==> src/rtl/rv_core_pkg.sv <==
package rv_core_pkg;

	localparam int xlen = 32;

	typedef logic [4:0] reg_addr_t;
	typedef logic [xlen-1:0] word_t;

	// major opcodes handled by decode
	localparam logic [6:0] opc_op = 7'b0110011;
	localparam logic [6:0] opc_op_imm = 7'b0010011;
	localparam logic [6:0] opc_lui = 7'b0110111;
	localparam logic [6:0] opc_system = 7'b1110011;
	localparam logic [31:0] ebreak_inst = 32'h0010_0073;

	typedef enum logic [3:0] {
		alu_add,
		alu_sub,
		alu_sll,
		alu_slt,
		alu_sltu,
		alu_xor,
		alu_srl,
		alu_sra,
		alu_or,
		alu_and,
		alu_pass_b
	} alu_op_e;

	// decode to execute
	typedef struct packed {
		word_t pc;
		alu_op_e op;
		word_t a;
		word_t b;
		reg_addr_t rd;
		logic we;
		logic ebreak;
	} issue_t;

	typedef struct packed {
		logic we;
		reg_addr_t rd;
		word_t data;
	} retire_t;

	typedef enum logic [1:0] {
		fetch_request,
		fetch_wait,
		fetch_full
	} fetch_state_e;

endpackage
==> src/rtl/fetch_if.sv <==
`timescale 1ns/1ps

interface fetch_if;
	logic valid;
	logic ready;
	rv_core_pkg::word_t pc;
	rv_core_pkg::word_t inst;

	modport producer (
		output valid,
		output pc,
		output inst,
		input ready
	);

	modport consumer (
		input valid,
		input pc,
		input inst,
		output ready
	);
endinterface

==> src/rtl/rv_core.sv <==
`timescale 1ns/1ps

module rv_core #(
	parameter rv_core_pkg::word_t RESET_PC = 32'h8000_0000
) (
	input  logic                   clock,
	input  logic                   rst_i,
	output logic                   inst_req_o,
	output rv_core_pkg::word_t     inst_addr_o,
	input  logic                   inst_ready_i,
	input  logic                   inst_rvalid_i,
	input  rv_core_pkg::word_t     inst_data_i,
	output logic                   retire_valid_o,
	output rv_core_pkg::word_t     retire_pc_o,
	output logic                   retire_we_o,
	output rv_core_pkg::reg_addr_t retire_rd_o,
	output rv_core_pkg::word_t     retire_data_o,
	output logic                   halt_o
);
	rv_core_pkg::reg_addr_t rs1;
	rv_core_pkg::reg_addr_t rs2;
	rv_core_pkg::word_t rf1;
	rv_core_pkg::word_t rf2;
	rv_core_pkg::word_t rs1_data;
	rv_core_pkg::word_t rs2_data;
	rv_core_pkg::issue_t issue;
	logic issue_valid;
	rv_core_pkg::word_t ex_result;
	rv_core_pkg::retire_t retire;

	fetch_if fetch_bus ();

	fetch_unit #(
		.RESET_PC (RESET_PC)
	) u_fetch_unit (
		.clock         (clock),
		.rst_i         (rst_i),
		.inst_ready_i  (inst_ready_i),
		.inst_rvalid_i (inst_rvalid_i),
		.inst_data_i   (inst_data_i),
		.inst_req_o    (inst_req_o),
		.inst_addr_o   (inst_addr_o),
		.fetch         (fetch_bus)
	);

	decode_unit u_decode_unit (
		.clock         (clock),
		.rst_i         (rst_i),
		.rs1_data_i    (rs1_data),
		.rs2_data_i    (rs2_data),
		.rs1_o         (rs1),
		.rs2_o         (rs2),
		.issue_o       (issue),
		.issue_valid_o (issue_valid),
		.halt_o        (halt_o),
		.fetch         (fetch_bus)
	);

	register_file u_register_file (
		.clock      (clock),
		.rst_i      (rst_i),
		.raddr1_i   (rs1),
		.raddr2_i   (rs2),
		.wr_i       (retire),
		.wr_valid_i (retire_valid_o),
		.rdata1_o   (rf1),
		.rdata2_o   (rf2)
	);

	bypass_unit u_bypass_unit (
		.rs1_i          (rs1),
		.rs2_i          (rs2),
		.rf1_i          (rf1),
		.rf2_i          (rf2),
		.ex_issue_i     (issue),
		.ex_valid_i     (issue_valid),
		.ex_result_i    (ex_result),
		.retire_i       (retire),
		.retire_valid_i (retire_valid_o),
		.rs1_data_o     (rs1_data),
		.rs2_data_o     (rs2_data)
	);

	execute_unit u_execute_unit (
		.clock          (clock),
		.rst_i          (rst_i),
		.issue_i        (issue),
		.issue_valid_i  (issue_valid),
		.ex_result_o    (ex_result),
		.retire_o       (retire),
		.retire_valid_o (retire_valid_o),
		.retire_pc_o    (retire_pc_o)
	);

	// commit trace
	assign retire_we_o = retire.we;
	assign retire_rd_o = retire.rd;
	assign retire_data_o = retire.data;

endmodule

==> src/rtl/execute_unit.sv <==
`timescale 1ns/1ps

module execute_unit (
	input  logic                 clock,
	input  logic                 rst_i,
	input  rv_core_pkg::issue_t  issue_i,
	input  logic                 issue_valid_i,
	output rv_core_pkg::word_t   ex_result_o,
	output rv_core_pkg::retire_t retire_o,
	output logic                 retire_valid_o,
	output rv_core_pkg::word_t   retire_pc_o
);
	rv_core_pkg::word_t result;
	rv_core_pkg::word_t op_a;
	rv_core_pkg::word_t op_b;
	logic [4:0] shamt;
	rv_core_pkg::retire_t retire_q;
	rv_core_pkg::word_t retire_pc_q;
	logic retire_valid_q;

	assign op_a = issue_i.a;
	assign op_b = issue_i.b;
	assign shamt = op_b[4:0];

	always_comb begin
		case (issue_i.op)
			rv_core_pkg::alu_add: result = op_a + op_b;
			rv_core_pkg::alu_sub: result = op_a - op_b;
			rv_core_pkg::alu_sll: result = op_a << shamt;
			rv_core_pkg::alu_slt: result = {31'b0, $signed(op_a) < $signed(op_b)};
			rv_core_pkg::alu_sltu: result = {31'b0, op_a < op_b};
			rv_core_pkg::alu_xor: result = op_a ^ op_b;
			rv_core_pkg::alu_srl: result = op_a >> shamt;
			rv_core_pkg::alu_sra: result = $signed(op_a) >>> shamt;
			rv_core_pkg::alu_or: result = op_a | op_b;
			rv_core_pkg::alu_and: result = op_a & op_b;
			default: result = op_b;
		endcase
	end

	assign ex_result_o = result;

	always_ff @(posedge clock) begin
		if (rst_i) begin
			retire_valid_q <= 1'b0;
		end else begin
			retire_valid_q <= issue_valid_i;
		end
	end

	// retire stage payload
	always_ff @(posedge clock) begin
		retire_q.we <= issue_i.we && !issue_i.ebreak;
		retire_q.rd <= issue_i.rd;
		retire_q.data <= result;
		retire_pc_q <= issue_i.pc;
	end

	assign retire_o = retire_q;
	assign retire_valid_o = retire_valid_q;
	assign retire_pc_o = retire_pc_q;

endmodule

==> src/rtl/decode_unit.sv <==
`timescale 1ns/1ps

module decode_unit (
	input  logic                   clock,
	input  logic                   rst_i,
	input  rv_core_pkg::word_t     rs1_data_i,
	input  rv_core_pkg::word_t     rs2_data_i,
	output rv_core_pkg::reg_addr_t rs1_o,
	output rv_core_pkg::reg_addr_t rs2_o,
	output rv_core_pkg::issue_t    issue_o,
	output logic                   issue_valid_o,
	output logic                   halt_o,
	fetch_if.consumer              fetch
);
	logic [6:0] opcode;
	logic [2:0] funct3;
	logic [6:0] funct7;
	logic alt_ok;
	logic op_legal;
	logic imm_legal;
	logic take;
	logic stop_q;
	logic halt_q;
	logic issue_valid_q;
	rv_core_pkg::alu_op_e alu_op;
	rv_core_pkg::issue_t issue_d;
	rv_core_pkg::issue_t issue_q;

	assign opcode = fetch.inst[6:0];
	assign funct3 = fetch.inst[14:12];
	assign funct7 = fetch.inst[31:25];
	assign rs1_o = fetch.inst[19:15];
	assign rs2_o = fetch.inst[24:20];

	// nothing more is taken once ebreak is in
	assign fetch.ready = !stop_q;
	assign take = fetch.valid && !stop_q;

	// funct7 = 0100000 only legal on add/sub and the right shifts
	assign alt_ok = (funct7 == 7'b0100000) && (funct3 == 3'b000 || funct3 == 3'b101);
	assign op_legal = (funct7 == 7'b0) || alt_ok;
	assign imm_legal = (funct3 != 3'b001 && funct3 != 3'b101) || op_legal;

	always_comb begin
		case (funct3)
			3'b000: alu_op = (opcode == rv_core_pkg::opc_op && funct7[5]) ?
				rv_core_pkg::alu_sub : rv_core_pkg::alu_add;
			3'b001: alu_op = rv_core_pkg::alu_sll;
			3'b010: alu_op = rv_core_pkg::alu_slt;
			3'b011: alu_op = rv_core_pkg::alu_sltu;
			3'b100: alu_op = rv_core_pkg::alu_xor;
			3'b101: alu_op = funct7[5] ? rv_core_pkg::alu_sra : rv_core_pkg::alu_srl;
			3'b110: alu_op = rv_core_pkg::alu_or;
			default: alu_op = rv_core_pkg::alu_and;
		endcase
	end

	// unknown encodings fall through as a no-write pass_b
	always_comb begin
		issue_d.pc = fetch.pc;
		issue_d.op = rv_core_pkg::alu_pass_b;
		issue_d.a = rs1_data_i;
		issue_d.b = rs2_data_i;
		issue_d.rd = fetch.inst[11:7];
		issue_d.we = 1'b0;
		issue_d.ebreak = 1'b0;
		case (opcode)
			rv_core_pkg::opc_op: begin
				issue_d.op = alu_op;
				issue_d.we = op_legal;
			end
			rv_core_pkg::opc_op_imm: begin
				issue_d.op = alu_op;
				issue_d.b = {{20{fetch.inst[31]}}, fetch.inst[31:20]};
				issue_d.we = imm_legal;
			end
			rv_core_pkg::opc_lui: begin
				issue_d.b = {fetch.inst[31:12], 12'b0};
				issue_d.we = 1'b1;
			end
			rv_core_pkg::opc_system: begin
				issue_d.ebreak = (fetch.inst == rv_core_pkg::ebreak_inst);
			end
			default: begin
				issue_d.we = 1'b0;
			end
		endcase
	end

	always_ff @(posedge clock) begin
		if (rst_i) begin
			stop_q <= 1'b0;
			halt_q <= 1'b0;
			issue_valid_q <= 1'b0;
		end else begin
			issue_valid_q <= take;
			// halt lags one cycle so it rises with the ebreak retire
			halt_q <= stop_q;
			if (take && issue_d.ebreak) begin
				stop_q <= 1'b1;
			end
		end
	end

	always_ff @(posedge clock) begin
		if (take) begin
			issue_q <= issue_d;
		end
	end

	assign issue_o = issue_q;
	assign issue_valid_o = issue_valid_q;
	assign halt_o = halt_q;

endmodule

==> src/rtl/bypass_unit.sv <==
`timescale 1ns/1ps

module bypass_unit (
	input  rv_core_pkg::reg_addr_t rs1_i,
	input  rv_core_pkg::reg_addr_t rs2_i,
	input  rv_core_pkg::word_t     rf1_i,
	input  rv_core_pkg::word_t     rf2_i,
	input  rv_core_pkg::issue_t    ex_issue_i,
	input  logic                   ex_valid_i,
	input  rv_core_pkg::word_t     ex_result_i,
	input  rv_core_pkg::retire_t   retire_i,
	input  logic                   retire_valid_i,
	output rv_core_pkg::word_t     rs1_data_o,
	output rv_core_pkg::word_t     rs2_data_o
);

	// youngest producer wins, execute before retire
	function automatic rv_core_pkg::word_t pick(
		input rv_core_pkg::reg_addr_t rs,
		input rv_core_pkg::word_t rf_data
	);
		if (rs != 5'd0 && ex_valid_i && ex_issue_i.we && ex_issue_i.rd == rs) begin
			return ex_result_i;
		end
		if (rs != 5'd0 && retire_valid_i && retire_i.we && retire_i.rd == rs) begin
			return retire_i.data;
		end
		return rf_data;
	endfunction

	always_comb begin
		rs1_data_o = pick(rs1_i, rf1_i);
		rs2_data_o = pick(rs2_i, rf2_i);
	end

endmodule

==> src/rtl/register_file.sv <==
`timescale 1ns/1ps

module register_file (
	input  logic                   clock,
	input  logic                   rst_i,
	input  rv_core_pkg::reg_addr_t raddr1_i,
	input  rv_core_pkg::reg_addr_t raddr2_i,
	input  rv_core_pkg::retire_t   wr_i,
	input  logic                   wr_valid_i,
	output rv_core_pkg::word_t     rdata1_o,
	output rv_core_pkg::word_t     rdata2_o
);
	// x0 has no storage
	rv_core_pkg::word_t regs [31:1];

	assign rdata1_o = (raddr1_i == 5'd0) ? '0 : regs[raddr1_i];
	assign rdata2_o = (raddr2_i == 5'd0) ? '0 : regs[raddr2_i];

	always_ff @(posedge clock) begin
		if (rst_i) begin
			for (int i = 1; i < 32; i++) begin
				regs[i] <= '0;
			end
		end else if (wr_valid_i && wr_i.we && wr_i.rd != 5'd0) begin
			regs[wr_i.rd] <= wr_i.data;
		end
	end

endmodule

==> src/rtl/fetch_unit.sv <==
`timescale 1ns/1ps

module fetch_unit #(
	parameter rv_core_pkg::word_t RESET_PC = 32'h8000_0000
) (
	input  logic               clock,
	input  logic               rst_i,
	input  logic               inst_ready_i,
	input  logic               inst_rvalid_i,
	input  rv_core_pkg::word_t inst_data_i,
	output logic               inst_req_o,
	output rv_core_pkg::word_t inst_addr_o,
	fetch_if.producer          fetch
);
	rv_core_pkg::fetch_state_e state_q;
	rv_core_pkg::word_t pc_q;
	rv_core_pkg::word_t buf_pc_q;
	rv_core_pkg::word_t buf_inst_q;
	logic req_q;
	logic accept;

	assign accept = req_q && inst_ready_i;
	assign inst_req_o = req_q;
	assign inst_addr_o = pc_q;

	assign fetch.valid = (state_q == rv_core_pkg::fetch_full);
	assign fetch.pc = buf_pc_q;
	assign fetch.inst = buf_inst_q;

	always_ff @(posedge clock) begin
		if (rst_i) begin
			state_q <= rv_core_pkg::fetch_request;
			req_q <= 1'b0;
			pc_q <= RESET_PC;
		end else begin
			case (state_q)
				rv_core_pkg::fetch_request: begin
					// req_q is only low here in the first cycle out of reset
					req_q <= !accept;
					if (accept) begin
						state_q <= rv_core_pkg::fetch_wait;
						pc_q <= pc_q + 32'd4;
					end
				end
				rv_core_pkg::fetch_wait: begin
					if (inst_rvalid_i) begin
						state_q <= rv_core_pkg::fetch_full;
					end
				end
				rv_core_pkg::fetch_full: begin
					// buffer drains into decode, next request follows
					if (fetch.ready) begin
						state_q <= rv_core_pkg::fetch_request;
						req_q <= 1'b1;
					end
				end
				default: begin
					state_q <= rv_core_pkg::fetch_request;
				end
			endcase
		end
	end

	always_ff @(posedge clock) begin
		if (accept) begin
			buf_pc_q <= pc_q;
		end
		if (state_q == rv_core_pkg::fetch_wait && inst_rvalid_i) begin
			buf_inst_q <= inst_data_i;
		end
	end

endmodule

==> config.mk <==
export PLATFORM = sky130hd
export DESIGN_NAME = rv_core
export DESIGN_NICKNAME = d
export VERILOG_FILES = /design/src/rtl/rv_core_pkg.sv /design/src/rtl/fetch_if.sv /design/src/rtl/rv_core.sv /design/src/rtl/execute_unit.sv /design/src/rtl/decode_unit.sv /design/src/rtl/bypass_unit.sv /design/src/rtl/register_file.sv /design/src/rtl/fetch_unit.sv
export SDC_FILE = /design/constraint.sdc
export NUM_CORES = 2
export LEC_CHECK = 0
export BUFFER_PORTS_ARGS = -buffer_cell sky130_fd_sc_hd__buf_2
export CORE_ASPECT_RATIO = 1.5
export CORE_MARGIN = 1.5
export CORE_UTILIZATION = 45
export DETAILED_ROUTE_END_ITERATION = 10
export SETUP_SLACK_MARGIN = 0.05
export SYNTH_ARGS = -nofsm -noshare
export SYNTH_HDL_FRONTEND = slang
export SYNTH_SLANG_ARGS = --single-unit
==> constraint.sdc <==
create_clock -name clock -period 12.7 [get_ports clock]
set_clock_uncertainty 0.05 [all_clocks]
set_input_delay 3.175 -clock clock [delete_from_list [all_inputs] [get_ports clock]]
set_output_delay 3.175 -clock clock [all_outputs]
set_load 0.1 [all_outputs]
Yosys cells after proc, flatten, opt, wreduce, memory -nomap -nowiden
Memory sizes are Yosys's and may differ from the RTL's. A register that Yosys moved wholly into a read port is not among the register bits.
Index checks and enable logic that the tools add are counted.
{"block": "totals", "out_inout_bits": 105, "ff_bits": 280, "mem_count": 1, "ramBits": 992, "word_cells": 146, "inputBits": 36}
{"name": "u_register_file.regs", "depth": 31, "width": 32, "rd": 2, "rd_ports_with_merged_regs": 2, "wr": 31, "line_no": "register_file.sv:14", "source": "rv_core_pkg::word_t regs [31:1];"}
{"block": "classes", "n_bitwise": 3, "n_mux": 39, "addsub": 3, "reduce_logical": 43, "eq_ne": 32, "shift": 3, "magnitude_cmp": 2}
{"cell": "$mux W32", "count": 11}
{"cell": "$pmux W32 S10", "count": 1}
{"cell": "$lt A32 B32 Y1", "count": 2}
{"cell": "$pmux W32 S2", "count": 1}
{"cell": "$add A32 B3 Y32 const B", "count": 1}
{"cell": "$add A32 B32 Y32", "count": 1}
{"cell": "$and A32 B32 Y32", "count": 1}
{"cell": "$eq A32 B21 Y1 const B", "count": 1}
{"cell": "$or A32 B32 Y32", "count": 1}
{"cell": "$reduce_or A32 Y1", "count": 1}
{"cell": "$shl A32 B5 Y32", "count": 1}
{"cell": "$shr A32 B5 Y32", "count": 1}
{"cell": "$sshr A32 B5 Y32", "count": 1}
{"cell": "$sub A32 B32 Y32", "count": 1}
{"cell": "$xor A32 B32 Y32", "count": 1}
{"cell": "$pmux W4 S7", "count": 1}
{"cell": "$logic_and A1 B1 Y1", "count": 22}
{"cell": "$eq A7 B6 Y1 const B", "count": 3}
{"cell": "$eq A5 B5 Y1", "count": 4}
{"cell": "$eq A4 B3 Y1 const B", "count": 4}
{"cell": "$mux W1", "count": 16}
{"cell": "$mux W5", "count": 3}
{"cell": "$reduce_bool A5 Y1", "count": 3}
{"cell": "$logic_not A5 Y1", "count": 2}
{"cell": "28 further kinds", "count": 41}

Logic depth before layout (Yosys ltp)
{"block": "depth", "ltp_word": 9, "ltp_mapped": 16}

Modules after synthesis
From an unflattened synthesis, not the netlist that was laid out.
{"block": "hier_totals", "cells_unflattened": 5826, "hier_area_um2": 73609.3}
{"mod": "register_file", "area_per_inst_um2": 54583.6, "cells_each": 3761, "seq_area_each_um2": 30749.5, "instances": 1}
{"mod": "execute_unit", "area_per_inst_um2": 9909.5, "cells_each": 1318, "seq_area_each_um2": 1421.4, "instances": 1}
{"mod": "decode_unit", "area_per_inst_um2": 3998.8, "cells_each": 205, "seq_area_each_um2": 3273.1, "instances": 1}
{"mod": "fetch_unit", "area_per_inst_um2": 3490.8, "cells_each": 253, "seq_area_each_um2": 2522.4, "instances": 1}
{"mod": "bypass_unit", "area_per_inst_um2": 1626.6, "cells_each": 289, "seq_area_each_um2": 0.0, "instances": 1}

Worst setup path before layout
No wires, ideal clock.
{"block": "synth_path", "path_type": "register to register", "startpoint": "reg u_fetch_unit.state_q[1]", "endpoint": "reg u_decode_unit.stop_q", "path_stages_with_launch": 4, "arrival_time_ns": 8.753, "setup_ns": 0.058, "slack_ns": 3.840, "n_path_buf": 0, "path_cell_list": "dfxtp_1 -> nor3b_1 -> nor2b_1 -> a21o_1"}
{"block": "synth_via", "elab_chain_len": 3}
{"item": "from (decl)", "line_no": "fetch_unit.sv:15", "source": "rv_core_pkg::fetch_state_e state_q;"}
{"item": "from (signal assigned)", "line_no": "fetch_unit.sv:32", "source": "state_q <= rv_core_pkg::fetch_request;"}
{"item": "from (signal assigned)", "line_no": "fetch_unit.sv:41", "source": "state_q <= rv_core_pkg::fetch_wait;"}
{"item": "from (signal assigned)", "line_no": "fetch_unit.sv:47", "source": "state_q <= rv_core_pkg::fetch_full;"}
{"item": "$eq A2 B2 Y1", "line_no": "fetch_unit.sv:26", "source": "assign fetch.valid = (state_q == rv_core_pkg::fetch_full);"}
{"item": "$logic_and A1 B1 Y1", "line_no": "decode_unit.sv:37", "source": "assign take = fetch.valid && !stop_q;"}
{"item": "via u_decode_unit.take", "line_no": "decode_unit.sv:21", "source": "logic take;"}
{"item": "$logic_and A1 B1 Y1", "line_no": "decode_unit.sv:99", "source": "if (take && issue_d.ebreak) begin"}
{"item": "to (signal assigned)", "line_no": "decode_unit.sv:92", "source": "stop_q <= 1'b0;"}
{"item": "to (signal assigned)", "line_no": "decode_unit.sv:100", "source": "stop_q <= 1'b1;"}
{"item": "to (decl)", "line_no": "decode_unit.sv:22", "source": "logic stop_q;"}
The timed path passes the listed nets, and every way through them passes these cells.
A chain may end at the register's enable or synchronous reset.

==> impl_metrics.py <==
metrics = {
    "worst_setup_path": {
        "crit_required_ns": 13.19,
        "rr_startpoint": "u_decode_unit.issue_o[7]",
        "arrival_ns": 6.97,
        "crit_path_max_incr_delay_ns": 1.10,
        "crit_path_top_delay_cell": "nor3b_1",
        "cp_max_fo": 46,
        "crit_top_cell": "buf_4",
        "crit_chain": "buf_4, buf_4, mux2i_1, mux4_2, o22ai_1, a31oi_1, o221ai_1, a32o_1, nor3b_1, a21oi_1, a211o_1",
        "rrSetupSlack_ns": 6.22,
        "crit_path_start_kind": "flop",
        "r2r-end": "u_decode_unit.issue_o[28]",
        "reg2regPathDepth": 11,
        "crit_type": "flop to flop",
        "cp-end-kind": "flop",
    },
    "yosys": {
        "yosys-top-cells-count": "edfxtp_1 (1191), and2_1 (1007), mux4_2 (680)",
        "synthXorXnorAreaFrac_pct": 0.7493,
        "syn_inst": 5303,
        "ys_types": 95,
        "synth-simple-area-share_pct": 13.03,
        "synth_edf_count": 1191,
        "postSynthAreaPerCell_um2": 13.89,
        "netlist.area_leader.share_pct": 48.57,
        "synth_compound_area_share_pct": 6.290,
        "ys.warnings.count": 0,
        "ys.flop_type": "edfxtp_1",
        "synth_top_family_by_area": "multiplexers",
        "synthAdderAreaFrac_pct": 1.770,
        "synth_seq_cells": 1306,
        "synthMuxAreaShare_pct": 22.99,
        "yosysSeqAreaShare_pct": 51.69,
        "yosysMostFrequentCell": "edfxtp_1",
        "netlist_area_um2": 73640,
        "synthTopCellsByArea": "edfxtp_1 (49%), mux4_2 (21%), and2_1 (8.6%), dfxtp_1 (3.1%), clkbuf_1 (1.9%)",
        "yosys.area.top_type": "edfxtp_1",
        "async_flop_share_pct": 0,
    },
    "grt": {
        "grt_pass1_vias": 48630,
        "track_usage_pct": 31.99,
        "grt_pass1_wl_mm": 373.8,
        "grt_max_degree": 122,
        "globalRouteOverflowTotal": 0,
        "antenna_found_initial": 21,
    },
    "timing": {
        "tightest_slew_ns": 1.657,
        "rsz0062_at_grt": "false",
        "finalCritPeriodShare_pct": 50.98,
        "max-slew-margin-rel_pct": -10.49,
        "period_needed_ns": 6.475,
        "fin_ws_ns": 6.225,
        "fmax_mhz": 154.4,
        "setup_viol": 0,
        "slew_viol_final": 6,
        "finalHoldViolCount": 0,
        "setup_tns_ns": 0,
    },
    "die": {
        "dieArea_um2": 166100,
        "coreArea_um2": 162400,
        "start_util_pct": 45.35,
        "rows": 181,
        "die_h_um": 498.5,
        "fp.dieW_um": 333.3,
        "ios": 141,
    },
    "cts": {
        "clkTransAtPathRegs_ns": 0.07,
        "cts-root-buf": "clkbuf_16",
        "cts_setup_buffers": 0,
        "clkLatencyLatePin_ns": 0.79,
        "htree_levels": 4,
        "cts.sinks": 1306,
        "clk_path_buf_depth": 3,
        "numCtsBuffers": 133,
        "cts_tree": "done",
        "cts_hold_buf": 0,
        "cts_resized": 0,
    },
    "drt": {
        "wl_mm": 264.4,
        "via_per_inst": 6.541,
        "drc": 2,
        "initialDrtViolationCount": 5400,
        "wire_per_inst_um": 35.50,
        "drtAntennaViolNets": 0,
        "dr.pass1.iters": 9,
        "vias": 48720,
    },
    "layout": {
        "multi_input_area_um2": 33470,
        "drive_above_1_share_pct": 25.00,
        "areaGrowthSynthToFinish_pct": 9.630,
        "fin_util_pct": 49.72,
        "stdcell_area_um2": 80730,
        "fillCellCount": 13870,
        "regArea_um2": 38110,
        "fin_nets": 5368,
    },
    "power_and_ir_drop": {
        "comb_power_share_pct": 9.3,
        "sw_frac_of_total_pct": 24.42,
        "p_per_area_nw_per_um2": 121.8,
        "p_sw_uw": 2402,
        "seq_power_share_pct": 50.1,
        "total_power_uw": 9835,
        "p_clk_share_pct": 40.6,
        "peakVddDrop_v": 0.0001497,
        "leakagePower_uw": 0.02894,
        "internal_power_uw": 7433,
    },
    "min_path": {
        "hp-start": "u_decode_unit.issue_o[94]",
        "hp-class": "flop to flop",
        "min_path_cells": 0,
        "min_to": "u_execute_unit.retire_pc_o[19]",
    },
    "placed_design": {
        "place_area_um2": 76310,
        "dpl.hpwl_mm": 187.5,
        "routabilityCongestion": 1.095,
        "place_ws_ns": 5.468,
        "numPortBuffers": 136,
    },
    "outcome": {
        "violations": "design-rule violations, max-capacitance violations, max-slew violations",
        "outcome": "finished with violations",
    },
    "job": {
        "maxCapViolCount": 2,
    },
}
-- per-stage QoR --
stage                     instances  hold WS (ns)
after floorplan                5338        0.2733
final                          7448        0.2737
after detailed placement       7193        0.2769
after global placement         7193        0.2746
after CTS                      7431        0.2773
after global routing           7437        0.2839
-- sequential cells by signal (all words and copies together) (netlist names), named ones only --
register and count:
u_register_file.regs 1024, u_decode_unit.issue_o 105, u_execute_unit.retire_o 38, u_fetch_unit.fetch.inst 32, u_execute_unit.retire_pc_o 30, u_fetch_unit.fetch.pc 30, u_fetch_unit.inst_addr_o 30, u_fetch_unit.state_q 2
u_decode_unit.halt_o 1, u_decode_unit.issue_valid_o 1, u_decode_unit.stop_q 1, u_execute_unit.retire_valid_o 1, u_fetch_unit.inst_req_o 1
-- cell usage in the layout, fill, tap and decap left out, drive strengths merged, types with 29 or more instances in the layout --
master,netlist,layout
inv,121,130
buf,137,262
o22ai,36,36
a221oi,47,47
and2,1008,1008
mux2i,91,91
o21ai,143,143
mux4,685,685
nor2,198,198
clkbuf,373,165
clkinv,2,50
conb,1,36
dfxtp,115,115
ha,101,101
a22oi,32,32
a21oi,155,155
xnor2,38,38
nand3,41,41
nand2,187,187
nor2b,29,29
edfxtp,1191,1191
or2,45,45
mux2,50,50
nor3,51,51
-- worst max-delay path, delay by kind of cell (launching register included) --
kind	cells	cell delay (ns)
AO/OA/AOI/OAI	6	2.53
multiplexers	2	1.00
AND/OR/NAND/NOR	1	1.10
flip-flops	1	0.33
buffers and inverters	2	1.15
-- worst max-delay path by stage --
stage                              from                     endpoint  slack (ns)  cells after the start
3_3_place_gp                      rst_i  u_register_file.regs[1][21]        5.47                      6
2_1_floorplan   u_fetch_unit.state_q[1]         u_decode_unit.stop_q        3.84                      3
5_1_grt                           rst_i   u_register_file.regs[1][1]        6.11                      6
3_5_place_dp                      rst_i  u_register_file.regs[1][27]        5.47                      6
4_1_cts                           rst_i  u_register_file.regs[1][27]        6.29                      6
6_report       u_decode_unit.issue_o[7]    u_decode_unit.issue_o[28]        6.22                     11
-- routing by layer --
layer	vias up	track usage, %	part of all wire, %
li1	20200	-	-
met2	2471	54.64	50
met1	25270	35.66	34
met5	-	0	0.039
met3	760	6.985	7.3
met4	14	21.84	8.2
-- area by class of cell --
| type | instances | share of cell area (%) |
|---|---|---|
| Sequential cell | 1306 | 47.21 |
| Multi-Input combinational cell | 3399 | 41.45 |
| Clock buffer | 161 | 4.383 |
| Tap cell | 2104 | 3.261 |
| Timing Repair Buffer | 266 | 2.129 |
| Clock inverter | 77 | 0.9547 |
| Inverter | 123 | 0.5719 |
| Antenna cell | 12 | 0.03719 |
-- power groups by stage --
stage | sequential, uW | combinational (uW) | clock [uW]
after floorplan | 4980 | 588 | 0
after global placement | 5010 | 894 | 0
after detailed placement | 5020 | 900 | 0
after CTS | 4930 | 902 | 4030
after global routing | 4940 | 946 | 4170
final | 4930 | 913 | 3990
-- cells by family after synthesis --
kind of cell,Yosys count
flip-flops,1306
multiplexers,826
AND/OR/NAND/NOR,1693
buffers and inverters,633
adder cells (fa/ha/maj),103
other,1
AO/OA/AOI/OAI,678
XOR/XNOR,63
No activity file was read; power rests on OpenSTA's default activity.
